$ cat config.mk
export PLATFORM = sky130hd
export DESIGN_NAME = pit_top
export DESIGN_NICKNAME = d
export VERILOG_FILES = /design/src/verilog/pit_reg_pkg.sv /design/src/verilog/pit_timing_pkg.sv /design/src/verilog/pit_counter_if.sv /design/src/verilog/pit.sv /design/src/verilog/pit_clock_gen.sv /design/src/verilog/pit_counter.sv /design/src/verilog/pit_top.sv /design/src/verilog/pit_wb_slave.sv
export SDC_FILE = /design/constraint.sdc
export NUM_CORES = 1
export LEC_CHECK = 0
export ABC_AREA = 1
export BUFFER_PORTS_ARGS = -buffer_cell sky130_fd_sc_hd__buf_2
export CORE_ASPECT_RATIO = 0.75
export CORE_MARGIN = 4
export CORE_UTILIZATION = 41
export DETAILED_ROUTE_END_ITERATION = 7
export PLACE_DENSITY = 0.6
export SLEW_MARGIN = 5
export SYNTH_ARGS = -nofsm -noshare
export SYNTH_HDL_FRONTEND = slang
export SYNTH_SLANG_ARGS = --single-unit
$ cat constraint.sdc
create_clock -name clk -period 3.3 [get_ports clk]
set_input_delay 0.33 -clock clk [delete_from_list [all_inputs] [get_ports clk]]
set_output_delay 0.33 -clock clk [all_outputs]
set_load 0.05 [all_outputs]
$ cat src/verilog/pit_reg_pkg.sv
package pit_reg_pkg;

    // ----------------------------------------------------------
    // register level types

    typedef logic [7:0]  pit_byte_t;   // one host byte
    typedef logic [15:0] pit_count_t;  // counter value
    typedef logic [2:0]  pit_addr_t;   // register address
    typedef logic [2:0]  pit_mode_t;   // M2..M0 of the control word

    // RW field of the control word, bits 5:4
    typedef enum logic [1:0] {
        ACC_LATCH = 2'b00,             // counter latch command
        ACC_LSB   = 2'b01,             // low byte only
        ACC_MSB   = 2'b10,             // high byte only
        ACC_WORD  = 2'b11              // low byte then high byte
    } pit_access_t;

    localparam int NUM_COUNTERS = 3;

    // SC field value that turns the control word into read-back
    localparam logic [1:0] CW_SEL_READBACK = 2'b11;

    // ----------------------------------------------------------
    // io address map

    localparam pit_addr_t ADDR_COUNTER0 = 3'd0;
    localparam pit_addr_t ADDR_COUNTER1 = 3'd1;
    localparam pit_addr_t ADDR_COUNTER2 = 3'd2;
    localparam pit_addr_t ADDR_CONTROL  = 3'd3;  // write only
    localparam pit_addr_t ADDR_SPEAKER  = 3'd4;  // speaker port, like 61h

endpackage

$ cat src/verilog/pit_timing_pkg.sv
package pit_timing_pkg;

    // tick accumulator, wide enough for clk rate plus tick rate
    typedef logic [31:0] pit_acc_t;

    // system clock, overridden from the top level
    localparam int DEFAULT_CLK_HZ = 50_000_000;

    // classic pc timer input rate
    localparam int DEFAULT_PIT_HZ = 1_193_182;

    // ticks between flips of the refresh toggle bit
    localparam int REFRESH_TICKS = 18;

endpackage

$ cat src/verilog/pit_counter_if.sv
`timescale 1ns/1ps

interface pit_counter_if;
    import pit_reg_pkg::*;

    pit_byte_t data_in;           // host write byte
    logic      write;             // count register write strobe
    logic      read;              // count or status read strobe
    logic      set_control_mode;  // control word for this counter
    logic      latch_count;       // latch command or read-back count
    logic      latch_status;      // read-back status
    pit_byte_t data_out;          // byte for the current read step

    modport timer_side (
        output data_in, write, read,
        output set_control_mode, latch_count, latch_status,
        input  data_out
    );

    modport counter_side (
        input  data_in, write, read,
        input  set_control_mode, latch_count, latch_status,
        output data_out
    );

endinterface

$ cat src/verilog/pit.sv
`timescale 1ns/1ps

module pit #(
    parameter int CLK_HZ = pit_timing_pkg::DEFAULT_CLK_HZ,
    parameter int PIT_HZ = pit_timing_pkg::DEFAULT_PIT_HZ
) (
    input  logic                   clk,
    input  logic                   rst_n,
    input  pit_reg_pkg::pit_addr_t io_address,
    input  logic                   io_read,
    input  logic                   io_write,
    input  pit_reg_pkg::pit_byte_t io_writedata,
    output pit_reg_pkg::pit_byte_t io_readdata,
    output logic                   irq,
    output logic                   speaker_enable,
    output logic                   speaker_out
);
    import pit_reg_pkg::*;
    import pit_timing_pkg::*;

    localparam int REFRESH_W = $clog2(REFRESH_TICKS);
    localparam logic [8:0] CNT_ADDR = {ADDR_COUNTER2, ADDR_COUNTER1, ADDR_COUNTER0};

    logic                    tick;
    logic                    speaker_gate;
    logic                    refresh_toggle;
    logic [REFRESH_W-1:0]    refresh_cnt;
    logic                    ctl_wr;     // control word write
    logic                    readback;   // control word is a read-back command
    logic [NUM_COUNTERS-1:0] cnt_gate;
    logic [NUM_COUNTERS-1:0] cnt_out;
    pit_byte_t               cnt_rdata [NUM_COUNTERS];

    assign ctl_wr      = io_write && io_address == ADDR_CONTROL;
    assign readback    = io_writedata[7:6] == CW_SEL_READBACK;
    assign cnt_gate    = {speaker_gate, 2'b11};  // counters 0 and 1 always enabled
    assign irq         = cnt_out[0];
    assign speaker_out = cnt_out[2];

    pit_clock_gen #(
        .CLK_HZ (CLK_HZ),
        .PIT_HZ (PIT_HZ)
    ) u_clock_gen (
        .clk   (clk),
        .rst_n (rst_n),
        .tick  (tick)
    );

    // ----------------------------------------------------------
    // per counter strobe decode

    for (genvar i = 0; i < NUM_COUNTERS; i++) begin : g_cnt
        pit_counter_if cif ();

        assign cif.data_in          = io_writedata;
        assign cif.write            = io_write && io_address == CNT_ADDR[i*3 +: 3];
        assign cif.read             = io_read && io_address == CNT_ADDR[i*3 +: 3];
        assign cif.set_control_mode = ctl_wr && io_writedata[7:6] == 2'(i)
                                      && io_writedata[5:4] != ACC_LATCH;
        assign cif.latch_count      = ctl_wr && ((io_writedata[7:6] == 2'(i)
                                      && io_writedata[5:4] == ACC_LATCH)
                                      || (readback && !io_writedata[5] && io_writedata[i+1]));
        assign cif.latch_status     = ctl_wr && readback && !io_writedata[4] && io_writedata[i+1];
        assign cnt_rdata[i]         = cif.data_out;

        pit_counter u_counter (
            .clk   (clk),
            .rst_n (rst_n),
            .tick  (tick),
            .gate  (cnt_gate[i]),
            .out   (cnt_out[i]),
            .bus   (cif.counter_side)
        );
    end

    // ----------------------------------------------------------
    // speaker port and refresh toggle

    always_ff @(posedge clk or negedge rst_n) begin
        if (!rst_n) begin
            speaker_gate   <= 1'b0;
            speaker_enable <= 1'b0;
        end else if (io_write && io_address == ADDR_SPEAKER) begin
            speaker_gate   <= io_writedata[0];  // gate of counter 2
            speaker_enable <= io_writedata[1];
        end
    end

    always_ff @(posedge clk or negedge rst_n) begin
        if (!rst_n) begin
            refresh_cnt    <= '0;
            refresh_toggle <= 1'b0;
        end else if (tick) begin
            if (refresh_cnt == REFRESH_W'(REFRESH_TICKS - 1)) begin
                refresh_cnt    <= '0;
                refresh_toggle <= ~refresh_toggle;
            end else begin
                refresh_cnt <= refresh_cnt + 1'b1;
            end
        end
    end

    // registered read mux, data valid the clock after io_read
    always_ff @(posedge clk) begin
        if (io_read) begin
            case (io_address)
                ADDR_COUNTER0: io_readdata <= cnt_rdata[0];
                ADDR_COUNTER1: io_readdata <= cnt_rdata[1];
                ADDR_COUNTER2: io_readdata <= cnt_rdata[2];
                ADDR_SPEAKER:  io_readdata <= {2'b00, speaker_out, refresh_toggle,
                                               2'b00, speaker_enable, speaker_gate};
                default:       io_readdata <= '0;  // control word reads as zero
            endcase
        end
    end

endmodule

$ cat src/verilog/pit_clock_gen.sv
`timescale 1ns/1ps

module pit_clock_gen #(
    parameter int CLK_HZ = pit_timing_pkg::DEFAULT_CLK_HZ,
    parameter int PIT_HZ = pit_timing_pkg::DEFAULT_PIT_HZ
) (
    input  logic clk,
    input  logic rst_n,
    output logic tick
);
    import pit_timing_pkg::*;

    pit_acc_t acc;      // fractional phase
    pit_acc_t acc_sum;  // phase after this clock

    assign acc_sum = acc + pit_acc_t'(PIT_HZ);

    // one tick per CLK_HZ worth of accumulated PIT_HZ
    always_ff @(posedge clk or negedge rst_n) begin
        if (!rst_n) begin
            acc  <= '0;
            tick <= 1'b0;
        end else if (acc_sum >= pit_acc_t'(CLK_HZ)) begin
            acc  <= acc_sum - pit_acc_t'(CLK_HZ);  // keep the remainder
            tick <= 1'b1;
        end else begin
            acc  <= acc_sum;
            tick <= 1'b0;
        end
    end

endmodule

$ cat src/verilog/pit_counter.sv
`timescale 1ns/1ps

module pit_counter (
    input  logic                clk,
    input  logic                rst_n,
    input  logic                tick,    // counting clock enable
    input  logic                gate,
    output logic                out,
    pit_counter_if.counter_side bus
);
    import pit_reg_pkg::*;

    typedef enum logic {WR_LSB, WR_MSB} wr_state_t;
    typedef enum logic {RD_LSB, RD_MSB} rd_state_t;

    pit_access_t access;          // RW field
    pit_mode_t   mode;            // stored as written
    logic        bcd;             // status only
    pit_count_t  count_reg;       // host written count
    pit_count_t  count_elem;      // counting element
    pit_count_t  count_latch;     // output latch
    logic        count_latched;
    pit_byte_t   status_latch;
    logic        status_latched;
    logic        null_count;
    logic        load_pending;    // complete count waiting for a tick
    logic        counting;        // element holds a valid count
    wr_state_t   wr_state;
    rd_state_t   rd_state;
    logic        is_m2;
    logic        is_m3;
    logic        at_end;
    logic        write_done;
    logic        run;
    pit_count_t  reload_val;
    pit_count_t  read_src;

    assign is_m2      = mode[1:0] == 2'b10;  // modes 2 and 6
    assign is_m3      = mode[1:0] == 2'b11;  // modes 3 and 7
    assign reload_val = is_m3 ? {count_reg[15:1], 1'b0} : count_reg;  // mode 3 counts even
    assign at_end     = is_m3 ? (count_elem == 16'd2) : (count_elem == 16'd1);
    assign write_done = bus.write && (access != ACC_WORD || wr_state == WR_MSB);
    assign run        = tick && counting && gate && !load_pending;

    // ----------------------------------------------------------
    // read path, status before latched count before live count

    always_comb begin
        read_src = count_latched ? count_latch : count_elem;
        if (status_latched)
            bus.data_out = status_latch;
        else if (access == ACC_MSB || (access == ACC_WORD && rd_state == RD_MSB))
            bus.data_out = read_src[15:8];
        else
            bus.data_out = read_src[7:0];
    end

    // ----------------------------------------------------------
    // control state

    always_ff @(posedge clk or negedge rst_n) begin
        if (!rst_n) begin
            access         <= ACC_LSB;
            mode           <= '0;
            bcd            <= 1'b0;
            out            <= 1'b0;
            null_count     <= 1'b0;
            load_pending   <= 1'b0;
            counting       <= 1'b0;
            count_latched  <= 1'b0;
            status_latched <= 1'b0;
            wr_state       <= WR_LSB;
            rd_state       <= RD_LSB;
        end else if (bus.set_control_mode) begin
            access        <= pit_access_t'(bus.data_in[5:4]);
            mode          <= bus.data_in[3:1];
            bcd           <= bus.data_in[0];
            out           <= bus.data_in[2];  // high for 2/3/6/7, low otherwise
            null_count    <= 1'b1;
            load_pending  <= 1'b0;
            counting      <= 1'b0;            // halt until a new count
            count_latched <= 1'b0;
            wr_state      <= WR_LSB;
            rd_state      <= RD_LSB;
        end else begin
            if (tick && load_pending) begin
                load_pending <= 1'b0;  // count moves into the element
                null_count   <= 1'b0;
                counting     <= 1'b1;
            end else if (run && at_end) begin
                out <= is_m3 ? ~out : !is_m2;  // toggle, low pulse, or terminal count
            end else if (run && is_m2) begin
                out <= 1'b1;                   // end of the one tick low pulse
            end
            if (bus.write && access == ACC_WORD)
                wr_state <= (wr_state == WR_LSB) ? WR_MSB : WR_LSB;
            if (write_done) begin
                load_pending <= 1'b1;
                null_count   <= 1'b1;
            end
            if (bus.latch_count)
                count_latched <= 1'b1;         // repeat latch keeps the first value
            if (bus.latch_status)
                status_latched <= 1'b1;
            if (bus.read) begin
                if (status_latched) begin
                    status_latched <= 1'b0;    // status goes out in one byte
                end else begin
                    if (access == ACC_WORD)
                        rd_state <= (rd_state == RD_LSB) ? RD_MSB : RD_LSB;
                    if (access != ACC_WORD || rd_state == RD_MSB)
                        count_latched <= 1'b0;
                end
            end
        end
    end

    // ----------------------------------------------------------
    // count payload

    always_ff @(posedge clk) begin
        if (bus.write) begin
            case (access)
                ACC_LSB: count_reg <= {8'h00, bus.data_in};
                ACC_MSB: count_reg <= {bus.data_in, 8'h00};
                default: begin
                    if (wr_state == WR_LSB)
                        count_reg[7:0] <= bus.data_in;
                    else
                        count_reg[15:8] <= bus.data_in;
                end
            endcase
        end
        if (tick && load_pending)
            count_elem <= reload_val;
        else if (run)
            count_elem <= (at_end && (is_m2 || is_m3)) ? reload_val
                                                       : count_elem - (is_m3 ? 16'd2 : 16'd1);
        if (bus.latch_count && !count_latched)
            count_latch <= count_elem;
        if (bus.latch_status && !status_latched)
            status_latch <= {out, null_count, access, mode, bcd};
    end

endmodule

$ cat src/verilog/pit_top.sv
`timescale 1ns/1ps

module pit_top #(
    parameter int CLK_HZ = pit_timing_pkg::DEFAULT_CLK_HZ,
    parameter int PIT_HZ = pit_timing_pkg::DEFAULT_PIT_HZ
) (
    input  logic                   clk,
    input  logic                   rst_n,
    input  logic                   wb_cyc,
    input  logic                   wb_stb,
    input  logic                   wb_we,
    input  pit_reg_pkg::pit_addr_t wb_adr,
    input  pit_reg_pkg::pit_byte_t wb_dat_w,
    output pit_reg_pkg::pit_byte_t wb_dat_r,
    output logic                   wb_ack,
    output logic                   irq,             // counter 0 out
    output logic                   speaker_enable,
    output logic                   speaker_out      // counter 2 out
);
    import pit_reg_pkg::*;

    pit_addr_t io_address;
    pit_byte_t io_writedata;
    pit_byte_t io_readdata;
    logic      io_read;
    logic      io_write;

    pit_wb_slave u_wb_slave (
        .clk          (clk),
        .rst_n        (rst_n),
        .wb_cyc       (wb_cyc),
        .wb_stb       (wb_stb),
        .wb_we        (wb_we),
        .wb_adr       (wb_adr),
        .wb_dat_w     (wb_dat_w),
        .wb_dat_r     (wb_dat_r),
        .wb_ack       (wb_ack),
        .io_address   (io_address),
        .io_read      (io_read),
        .io_write     (io_write),
        .io_writedata (io_writedata),
        .io_readdata  (io_readdata)
    );

    pit #(
        .CLK_HZ (CLK_HZ),
        .PIT_HZ (PIT_HZ)
    ) u_pit (
        .clk            (clk),
        .rst_n          (rst_n),
        .io_address     (io_address),
        .io_read        (io_read),
        .io_write       (io_write),
        .io_writedata   (io_writedata),
        .io_readdata    (io_readdata),
        .irq            (irq),
        .speaker_enable (speaker_enable),
        .speaker_out    (speaker_out)
    );

endmodule

$ cat src/verilog/pit_wb_slave.sv
`timescale 1ns/1ps

module pit_wb_slave (
    input  logic                   clk,
    input  logic                   rst_n,
    input  logic                   wb_cyc,
    input  logic                   wb_stb,
    input  logic                   wb_we,
    input  pit_reg_pkg::pit_addr_t wb_adr,
    input  pit_reg_pkg::pit_byte_t wb_dat_w,
    output pit_reg_pkg::pit_byte_t wb_dat_r,
    output logic                   wb_ack,
    output pit_reg_pkg::pit_addr_t io_address,
    output logic                   io_read,
    output logic                   io_write,
    output pit_reg_pkg::pit_byte_t io_writedata,
    input  pit_reg_pkg::pit_byte_t io_readdata
);
    typedef enum logic {IDLE, ACK} state_t;

    state_t state;
    logic   start;  // new cycle seen while idle

    assign start    = state == IDLE && wb_cyc && wb_stb;
    assign wb_dat_r = io_readdata;  // timer already registers it

    always_ff @(posedge clk or negedge rst_n) begin
        if (!rst_n) begin
            state    <= IDLE;
            io_read  <= 1'b0;
            io_write <= 1'b0;
            wb_ack   <= 1'b0;
        end else begin
            io_read  <= start && !wb_we;  // single clock strobes
            io_write <= start && wb_we;
            case (state)
                IDLE: begin
                    if (start)
                        state <= ACK;
                end
                ACK: begin
                    wb_ack <= !wb_ack;    // one cycle high, then back to idle
                    if (wb_ack)
                        state <= IDLE;
                end
            endcase
        end
    end

    // address and write data held for the strobe
    always_ff @(posedge clk) begin
        if (start) begin
            io_address   <= wb_adr;
            io_writedata <= wb_dat_w;
        end
    end

endmodule
==> Word level (Yosys, flattened, before mapping) <==
Index checks and enable logic that the tools add are counted.
{ "word_totals": {"elab_cells": 377, "input_bits": 16, "register_bits": 274} }
{ "classes": {"n_eq_ne": 41, "mux": 124, "bitwise": 5, "reduce_logical": 139, "addsub": 6, "magnitude_cmp": 1} }
{ "ops": {"columns": ["op", "n"], "rows": [
  ["$mux W16", 12],
  ["$mux W8", 12],
  ["$pmux W16 S2", 3],
  ["$mux W1", 90],
  ["$logic_and A1 B1 Y1", 67],
  ["$eq A16 B1 Y1 const B", 3],
  ["$eq A16 B2 Y1 const B", 3],
  ["$sub A16 B2 Y16", 3],
  ["$add A32 B21 Y32 const B", 1],
  ["$ge A32 B26 Y1 const B", 1],
  ["$mux W32", 1],
  ["$pmux W8 S4", 1],
  ["$reduce_bool A2 Y1", 16],
  ["$sub A32 B26 Y32 const B", 1],
  ["$eq A2 B2 Y1 const B", 14],
  ["$reduce_bool A3 Y1", 9],
  ["$reduce_and A2 Y1", 10],
  ["$logic_not A1 Y1", 16],
  ["$logic_or A1 B1 Y1", 15],
  ["$ne A2 B1 Y1 const B", 6],
  ["$ne A3 B1 Y1 const B", 3],
  ["$reduce_and A3 Y1", 3],
  ["$eq A2 B1 Y1 const B", 4],
  ["$eq A3 B2 Y1 const B", 2],
  ["11 further kinds", 20]
]} }

==> Logic depth before layout (Yosys ltp) <==
Gate-level depths: netlist of run 1.
{ "depth": {"word_depth": 10, "depth_mapped": 20, "mapped_depth_nobuf": 20} }

==> Modules after synthesis <==
From an unflattened synthesis of run 1, not the netlist that was laid out.
{ "hier_totals": {"hier_cells": 1995, "hier_area_um2": 15856.5} }
{ "by_module_without_submodules": {"columns": ["mod", "n_inst", "cells_per_inst", "area_each_um2"], "rows": [
  ["pit_counter (u_pit.g_cnt[0].u_counter ...)", 2, 388, 3523.4],
  ["pit_clock_gen", 1, 658, 3669.8],
  ["pit_counter (u_pit.g_cnt[2].u_counter)", 1, 381, 3515.9],
  ["pit", 1, 146, 1086.0],
  ["pit_wb_slave", 1, 34, 538.0]
]} }

==> Worst setup path after synthesis of run 1 <==
OpenSTA, ideal clock, no wires.
{ "synth_timing": {"kind": "register to register", "start": "register u_pit.g_cnt[1].u_counter.mode[1]", "end": "register u_pit.g_cnt[1].u_counter.count_elem[15], data pin", "t_arrival_ns": 2.186, "path_slack_ns": 0.847, "setup_ns": 0.267, "stages_incl_launch_ff": 11, "path_buffers": 0, "path_cell_list": "dfrtp_1 > nand2_1 > ha_1 > a211oi_1 > nand3b_1 > nor3_1 > nand2_1 > nor3_1 > nand3_1 > xor2_1 > a21oi_1"} }
{ "synth_via": {"elab_chain_cells": 6} }
{ "synth_rtl": {"columns": ["element", "line", "rtl"], "rows": [
  ["from (decl)", "pit_counter.sv:17", "pit_mode_t mode;"],
  ["from (signal assigned)", "pit_counter.sv:76", "mode <= bus.data_in[3:1];"],
  ["$eq A2 B2 Y1, on equally long branches", "pit_counter.sv:39, pit_counter.sv:38", null],
  ["$mux W2, or another cell as far along", "pit_counter.sv:138", ": count_elem - (is_m3 ? 16'd2 : 16'd1);"],
  ["$sub A16 B2 Y16 or $logic_and A1 B1 Y1 (tied branches)", "pit_counter.sv:138, pit_counter.sv:137", null],
  ["$mux W16 (*)", "pit_counter.sv:137", "count_elem <= (at_end && (is_m2 || is_m3)) ? reload_val"],
  ["$mux W16 (*)", "pit_counter.sv:136", "else if (run)"],
  ["$mux W16 (*)", "pit_counter.sv:134", "if (tick && load_pending)"],
  ["to (signal assigned)", "pit_counter.sv:135", "count_elem <= reload_val;"],
  ["to (signal assigned)", "pit_counter.sv:137", null],
  ["to (decl)", "pit_counter.sv:20", "pit_count_t count_elem;"]
]} }
Mark *: on every way between the ends. The rest lies on a longest branch, timed or not. The select of a mux whose other input is x is not followed.
A chain may end at the register's enable or synchronous reset.

==> Final worst setup path of run 1 <==
{ "layout_timing": {"start": "register u_pit.u_clock_gen.acc[1]", "end": "register u_pit.u_clock_gen.acc[12]"} }
{ "layout_via": {"elab_chain_cells": 3} }
{ "layout_rtl": {"columns": ["element", "line", "rtl"], "rows": [
  ["from (decl)", "pit_clock_gen.sv:13", "pit_acc_t acc;"],
  ["from (signal assigned)", "pit_clock_gen.sv:24", "acc <= acc_sum - pit_acc_t'(CLK_HZ);"],
  ["from (signal assigned)", "pit_clock_gen.sv:27", "acc <= acc_sum;"],
  ["$add A32 B21 Y32 (*)", "pit_clock_gen.sv:16", "assign acc_sum = acc + pit_acc_t'(PIT_HZ);"],
  ["named net u_pit.u_clock_gen.acc_sum[1]", "pit_clock_gen.sv:14", "pit_acc_t acc_sum;"],
  ["$sub A32 B26 Y32 or $ge A32 B26 Y1 (tied branches)", "pit_clock_gen.sv:24, pit_clock_gen.sv:23", null],
  ["$mux W32 (*)", "pit_clock_gen.sv:23", "end else if (acc_sum >= pit_acc_t'(CLK_HZ)) begin"]
]} }
Mark *: on every way through the listed nets, which the timed path passes. The rest lies on a longest branch.

==> out/metrics.cfg, run 1 <==
[outcome]
status=complete, no violations

[clocking]
tritoncts=done
clk_pin_slew_worst_paths_ps=60
cts_resized=0
post-cts-setup-buffers=0
insertion_delay_ps=570
clk_path_buf_depth=3
htreeDepth=1
cts_sinks=273
root_buffer=clkbuf_16
numCtsBuffers=30

[final_layout]
antenna_cells=0
nets=1813
num-fill-cells=3346
areaGrowthSynthToFinish_pct=13.1
drive_above_1_share_pct=11.3
fin_area_mm2=0.0167

[timing]
tns_ps=0
slew_headroom_pct=41.5
rsz0062_at_grt=no
slew_violations=0
setup_viol=0
post-route-period-util_pct=90.2
fin_crit_ps=2980
skew_ps=19.5
finalHoldViolCount=0
tightest_slew_ps=874
fmax_ghz=0.336

[placement]
gp_congestion=0.922
io_buffers=27
dp_hpwl_um=29800
place_area_mm2=0.0156

[synth]
yosys-top-cells-area=edfxtp_1, dfrtp_1, nand2_1
synth_top_area_share_pct=38.0
synthCells=1699
ys_ff_latch=273
netlist_area_mm2=0.0148
ys.flop_type=edfxtp_1
synthArstFlopShare_pct=31.5
avgSynthCellArea_um2=8.69
synth_edf_count=187
synth_cell_type_count=49
yosysSeqAreaShare_pct=52.6
syn_nets=1739
synth_most_common_cell=nand2_1
yosysWarnings=0
yosys-top-cells-count=nand2_1, nor2_1, edfxtp_1
synth_largest_area_cell=edfxtp_1

[grt]
grt_usage_pct=20.3
first_global_vias=11200
antenna_found_initial=0
grt_max_degree=59
grt_pass1_wl_um=62100
grt.overflow.total=0

[die]
start_util_pct=42.0
die_w_um=227
die-area_mm2=0.0391
rows=59
pin_count=28
die_y_um=172
core_mm2=0.0351

[worst_setup_path]
setup.worst_path.end_class=register
startpoint_type=register
worst-r2r-cell-count=18
criticalPathCategory=reg2reg
r2r_start=u_pit.u_clock_gen.acc[1]
rr_endpoint=u_pit.u_clock_gen.acc[12]
arrival_ps=3460
critPathRequiredTime_ps=3780
path_max_fanout=13
r2r_setup_slack_ps=320

[power]
seq_power_share_pct=49.5
sw_frac_of_total_pct=24.0
switchingPower_w=0.00189
combPwrFrac_pct=7.3
p_int_w=0.00599
p_per_area_mw_per_mm2=472
power.leakage_nw=6.99
pwr-share-clk_pct=43.2
max-vdd-ir-drop_uv=294

[worst_hold_path]
hold_depth=3
hp-start=wb_stb
holdCritPathClass=in2reg
min_to=u_wb_slave.io_write

[detailed_routing]
viasPerCell=5.20
drt_iter0_drc=1160
routedWlPerCell_um=17.7
wirelength_um=39800
postRouteAntennaNets=0
drc=0
drtPass1Iterations=5
vias=11700

[job]
cap_violations=0

## cells in the final DEF, fill, tap and decap left out, types with 26 or more instances in the layout
cell / n
buf_2: 26
nand3_1: 103
edfxtp_1: 187
inv_1: 174
nand2_1: 414
buf_4: 29
a21oi_1: 58
nor2_1: 245
clkbuf_16: 31
dfrtp_1: 83
o21ai_0: 92
xor2_1: 39
## cell families after synthesis
logic type | Yosys count | share of synthesized area (%)
muxes | 23 | 1.66
adders and majority gates | 24 | 2.19
xor gates and xnor gates | 56 | 3.32
DFF | 273 | 52.6
AOI/OAI and AO/OA | 229 | 9.24
and+or+nand+nor | 861 | 24.8
buffers and inverters | 233 | 6.11
## area by class of cell
type	instances	area [um^2]	share of cell area (%)
flip-flops and latches	273	7770	46.5
clock inverters	17	173	1.03
multi-input cells	1194	6100	36.5
clock buffers	39	836	5.00
well taps	457	572	3.42
repair buffers	68	478	2.86
inverters	206	774	4.64
## through the flow
stage	instances	util, %	hold WS [ps]	setup slack [ps]	power, W
floorplan	1699	-	34.4	847	0.00430
global placement	2184	44.3	430	282	0.00453
detailed placement	2184	44.3	436	241	0.00454
CTS	2253	47.5	171	224	0.00797
global route	2254	47.5	188	55.5	0.00819
finish	2254	47.5	172	322	0.00789
## layer usage
layer / up-vias / GRT usage, % / wire (um)
met1: 5549 / 32.0 / 19900
met5: - / 0 / 0
met2: 331 / 29.3 / 16500
li1: 5809 / - / -
met3: 43 / 4.09 / 2750
met4: 0 / 3.52 / 674
## critical path: stages (launching register included)
cell and delay [ps]:
dfrtp_1 380, inv_1 140, ha_1 240, nand2_1 100
nand2_2 90, nand2_2 80, nand2_1 70, nand2_1 120
inv_1 120, ha_1 160, nand2_1 50, nor4_1 240
nand2_1 140, nor2_1 240, nand3_2 170, nand3_4 180
buf_4 240, nand2_1 90, o21ai_2 60
## worst max path at each step
stage | depth (start not counted) | from | slack (ps) | to
3_5_place_dp | 18 | u_pit.u_clock_gen.acc[1] | 240 | u_pit.u_clock_gen.acc[12]
2_1_floorplan | 10 | u_pit.g_cnt[1].u_counter.mode[1] | 850 | u_pit.g_cnt[1].u_counter.count_elem[15]
3_3_place_gp | 18 | u_pit.u_clock_gen.acc[1] | 280 | u_pit.u_clock_gen.acc[12]
5_1_grt | 18 | u_pit.u_clock_gen.acc[1] | 60 | u_pit.u_clock_gen.acc[18]
4_1_cts | 18 | u_pit.u_clock_gen.acc[1] | 220 | u_pit.u_clock_gen.acc[12]
6_report | 18 | u_pit.u_clock_gen.acc[1] | 320 | u_pit.u_clock_gen.acc[12]
## power by group through the flow
stage / logic (W) / registers (W) / clock network [W]
3_5_place_dp: 0.000566 / 0.00397 / 0
4_1_cts: 0.000581 / 0.00390 / 0.00348
6_report: 0.000575 / 0.00390 / 0.00341
5_1_grt: 0.000645 / 0.00392 / 0.00363
2_1_floorplan: 0.000321 / 0.00397 / 0
3_3_place_gp: 0.000554 / 0.00397 / 0
## what timing repair did
action,in CTS,in global routing
setup endpoints to repair,0,6
hold buffers,13,0
hold endpoints to repair,66,0
(Power assumes the default switching activity.)
==> inputs of run 2 (changes only) <==
--- a/config.mk
+++ b/config.mk
@@ -11,6 +11,7 @@
 export CORE_MARGIN = 4
 export CORE_UTILIZATION = 41
 export DETAILED_ROUTE_END_ITERATION = 7
+export GPL_TIMING_DRIVEN = 0
 export PLACE_DENSITY = 0.6
 export SLEW_MARGIN = 5
 export SYNTH_ARGS = -nofsm -noshare
==> run 2 against run 1 <==
Wire length shrank 2.2%. Design area shrank 0.76%. Largest power group unchanged. Worst setup slack gained 33 ps. Highest routed layer unchanged. Die area is the same. Critical endpoint is now u_pit.g_cnt[1].u_counter.count_reg[8].
==> out/metrics.cfg, run 2 (synthesized netlist as in run 1, its figures left out) <==
[timing]
tns_ps=0  ; unchanged
tightest_slew_ps=1040  ; +167 ps
fin_crit_ps=2940  ; -33.2 ps
slew_headroom_pct=30.6  ; -11 points
skew_ps=13.7  ; -5.77 ps
rsz0062_at_grt=no
finalHoldViolCount=0  ; unchanged
setup_viol=0  ; unchanged
fmax_ghz=0.340  ; +1.1%
slew_violations=0  ; unchanged
post-route-period-util_pct=89.2  ; -1.0 points

[worst_setup_path]
path_max_fanout=9  ; -4
critPathRequiredTime_ps=3490  ; -290 ps
criticalPathCategory=reg2reg
slowest_stage=nor3_1
worstPathCellList=nor3_1, inv_1, nor2_1, inv_1, a31oi_1
path_buf_inv=2  ; -1
setup.worst_path.end_class=register
crit_top_cell=inv_1
startpoint_type=register
arrival_ps=3140  ; -320 ps
cpPeakStageDelay_ps=780  ; +400 ps
crit_family=simple AND/OR/NAND/NOR gates

[clocking]
root_buffer=clkbuf_16
cts_sinks=273  ; unchanged
tritoncts=done
htreeDepth=1  ; unchanged
insertion_delay_ps=570  ; about the same
clk_pin_slew_worst_paths_ps=60  ; about the same
clk_path_buf_depth=3  ; unchanged
post-cts-setup-buffers=0  ; unchanged
numCtsBuffers=29  ; -3.3%

[placement]
dp_hpwl_um=29300  ; -1.6%
gp_congestion=0.929  ; +0.70%
io_buffers=27  ; unchanged

[final_layout]
areaGrowthSynthToFinish_pct=12.3
final_common_cell=nand2_1
drive_above_1_share_pct=9.87  ; -1.4 points
final_core_util_pct=47.2  ; -0.36 points
layout_common_cells=nand2_1, nor2_1, edfxtp_1, inv_1, nand3_1
nets=1811  ; -0.11%
antenna_cells=0  ; unchanged

[outcome]
status=complete, no violations

[die]
pin_count=28  ; unchanged
core_mm2=0.0351  ; unchanged
die_w_um=227  ; unchanged
start_util_pct=42.0  ; unchanged
rows=59  ; unchanged
die-area_mm2=0.0391  ; unchanged
die_y_um=172  ; unchanged

[grt]
antenna_found_initial=0  ; unchanged
first_global_vias=11000  ; -1.1%
grt_pass1_wl_um=61500  ; -1.1%
grt_max_degree=58  ; -1.7%
grt_usage_pct=20.0  ; -0.30 points
grt.overflow.total=0  ; unchanged

[job]
cap_violations=0  ; unchanged

[detailed_routing]
viasPerCell=5.21  ; +0.12%
drt_iter0_drc=1105  ; -4.7%
postRouteAntennaNets=0  ; unchanged
drc=0  ; unchanged
wirelength_um=39000  ; -2.2%
routedWlPerCell_um=17.3  ; -2.0%
vias=11700  ; -0.017%
drtPass1Iterations=6  ; +1

[power]
power.leakage_nw=6.86  ; -1.9%
p_per_area_mw_per_mm2=464  ; -1.7%
finalPower_w=0.00769  ; -2.4%
max-vdd-ir-drop_uv=400  ; +36%

[worst_hold_path]
holdCritPathClass=in2reg

[run 2: cell count changes in the layout (fill, tap and decap cells not counted), moves of 2 or more]
cell        delta
nor3_2         +2
clkinvlp_4     -2
nor3_1         -2
nor2_1         -3
buf_4         -28
clkbuf_16      -2
nor2_2         +3
buf_6          +2
clkinv_1       +3
clkbuf_1      +25
[run 2: worst paths after layout]
kind	startpoint	endpoint	slack, ps	depth (start not counted)
setup / recovery	u_wb_slave.io_address[2]	u_pit.g_cnt[1].u_counter.count_reg[8]	360	5
hold / removal	wb_stb	u_wb_slave.io_write	200	3
setup reg to reg	u_wb_slave.io_address[2]	u_pit.g_cnt[1].u_counter.count_reg[8]	360	5
hold reg to reg	u_pit.g_cnt[2].u_counter.bcd	u_pit.g_cnt[2].u_counter.status_latch[0]	450	0
max in group asynchronous	rst_n	u_pit.g_cnt[0].u_counter.access[0]	2330	3
min in group asynchronous	rst_n	u_wb_slave.state	270	2
[run 2: what timing repair did]
item                       4_1_cts  5_1_grt
setup endpoints to repair        0       31
hold buffers                    13        0
gates resized for setup          0        3
hold endpoints to repair        42        0
[run 2: through the flow]
step / hold WS, ps / instances / setup WS (ps) / area, um^2
global route: 197 / 2251 / 53.0 / 16600
CTS: 173 / 2251 / 42.8 / 16600
finish: 195 / 2251 / 355 / 16600
global placement: 432 / 2183 / 104 / 15500
floorplan: 34.4 / 1699 / 847 / 14800
detailed placement: 322 / 2184 / 59.5 / 15500
[run 2: worst reg2reg max path, cell delays in order, from the launching register on]
cell and delay [ps]:
edfxtp_1 500, nor3_1 790, inv_1 130, nor2_1 290
inv_1 120, a31oi_1 730
[run 2: area by class of cell]
cell class / instances / area [um^2]
Clock inverter: 16 / 140
Multi-Input combinational cell: 1193 / 6110
Sequential cell: 273 / 7770
Clock buffer: 38 / 790
Fill cell: 3372 / 18600
Inverter: 206 / 774
Tap cell: 457 / 572
Timing Repair Buffer: 41 / 295
Buffer: 27 / 128
[run 2: routing by layer]
metal	track usage [%]	vias to the layer above	part of all wire [%]
met1	30.0	5514	48
met4	4.52	0	2.3
met5	0	-	0
li1	-	5815	-
met3	3.67	59	7.1
met2	30.5	342	43
[run 2: power breakdown]
group / switching, W / internal, W / total, W
sequential: 0.0000913 / 0.00379 / 0.00388
combinational: 0.000414 / 0.000177 / 0.000591
clock: 0.00138 / 0.00184 / 0.00322
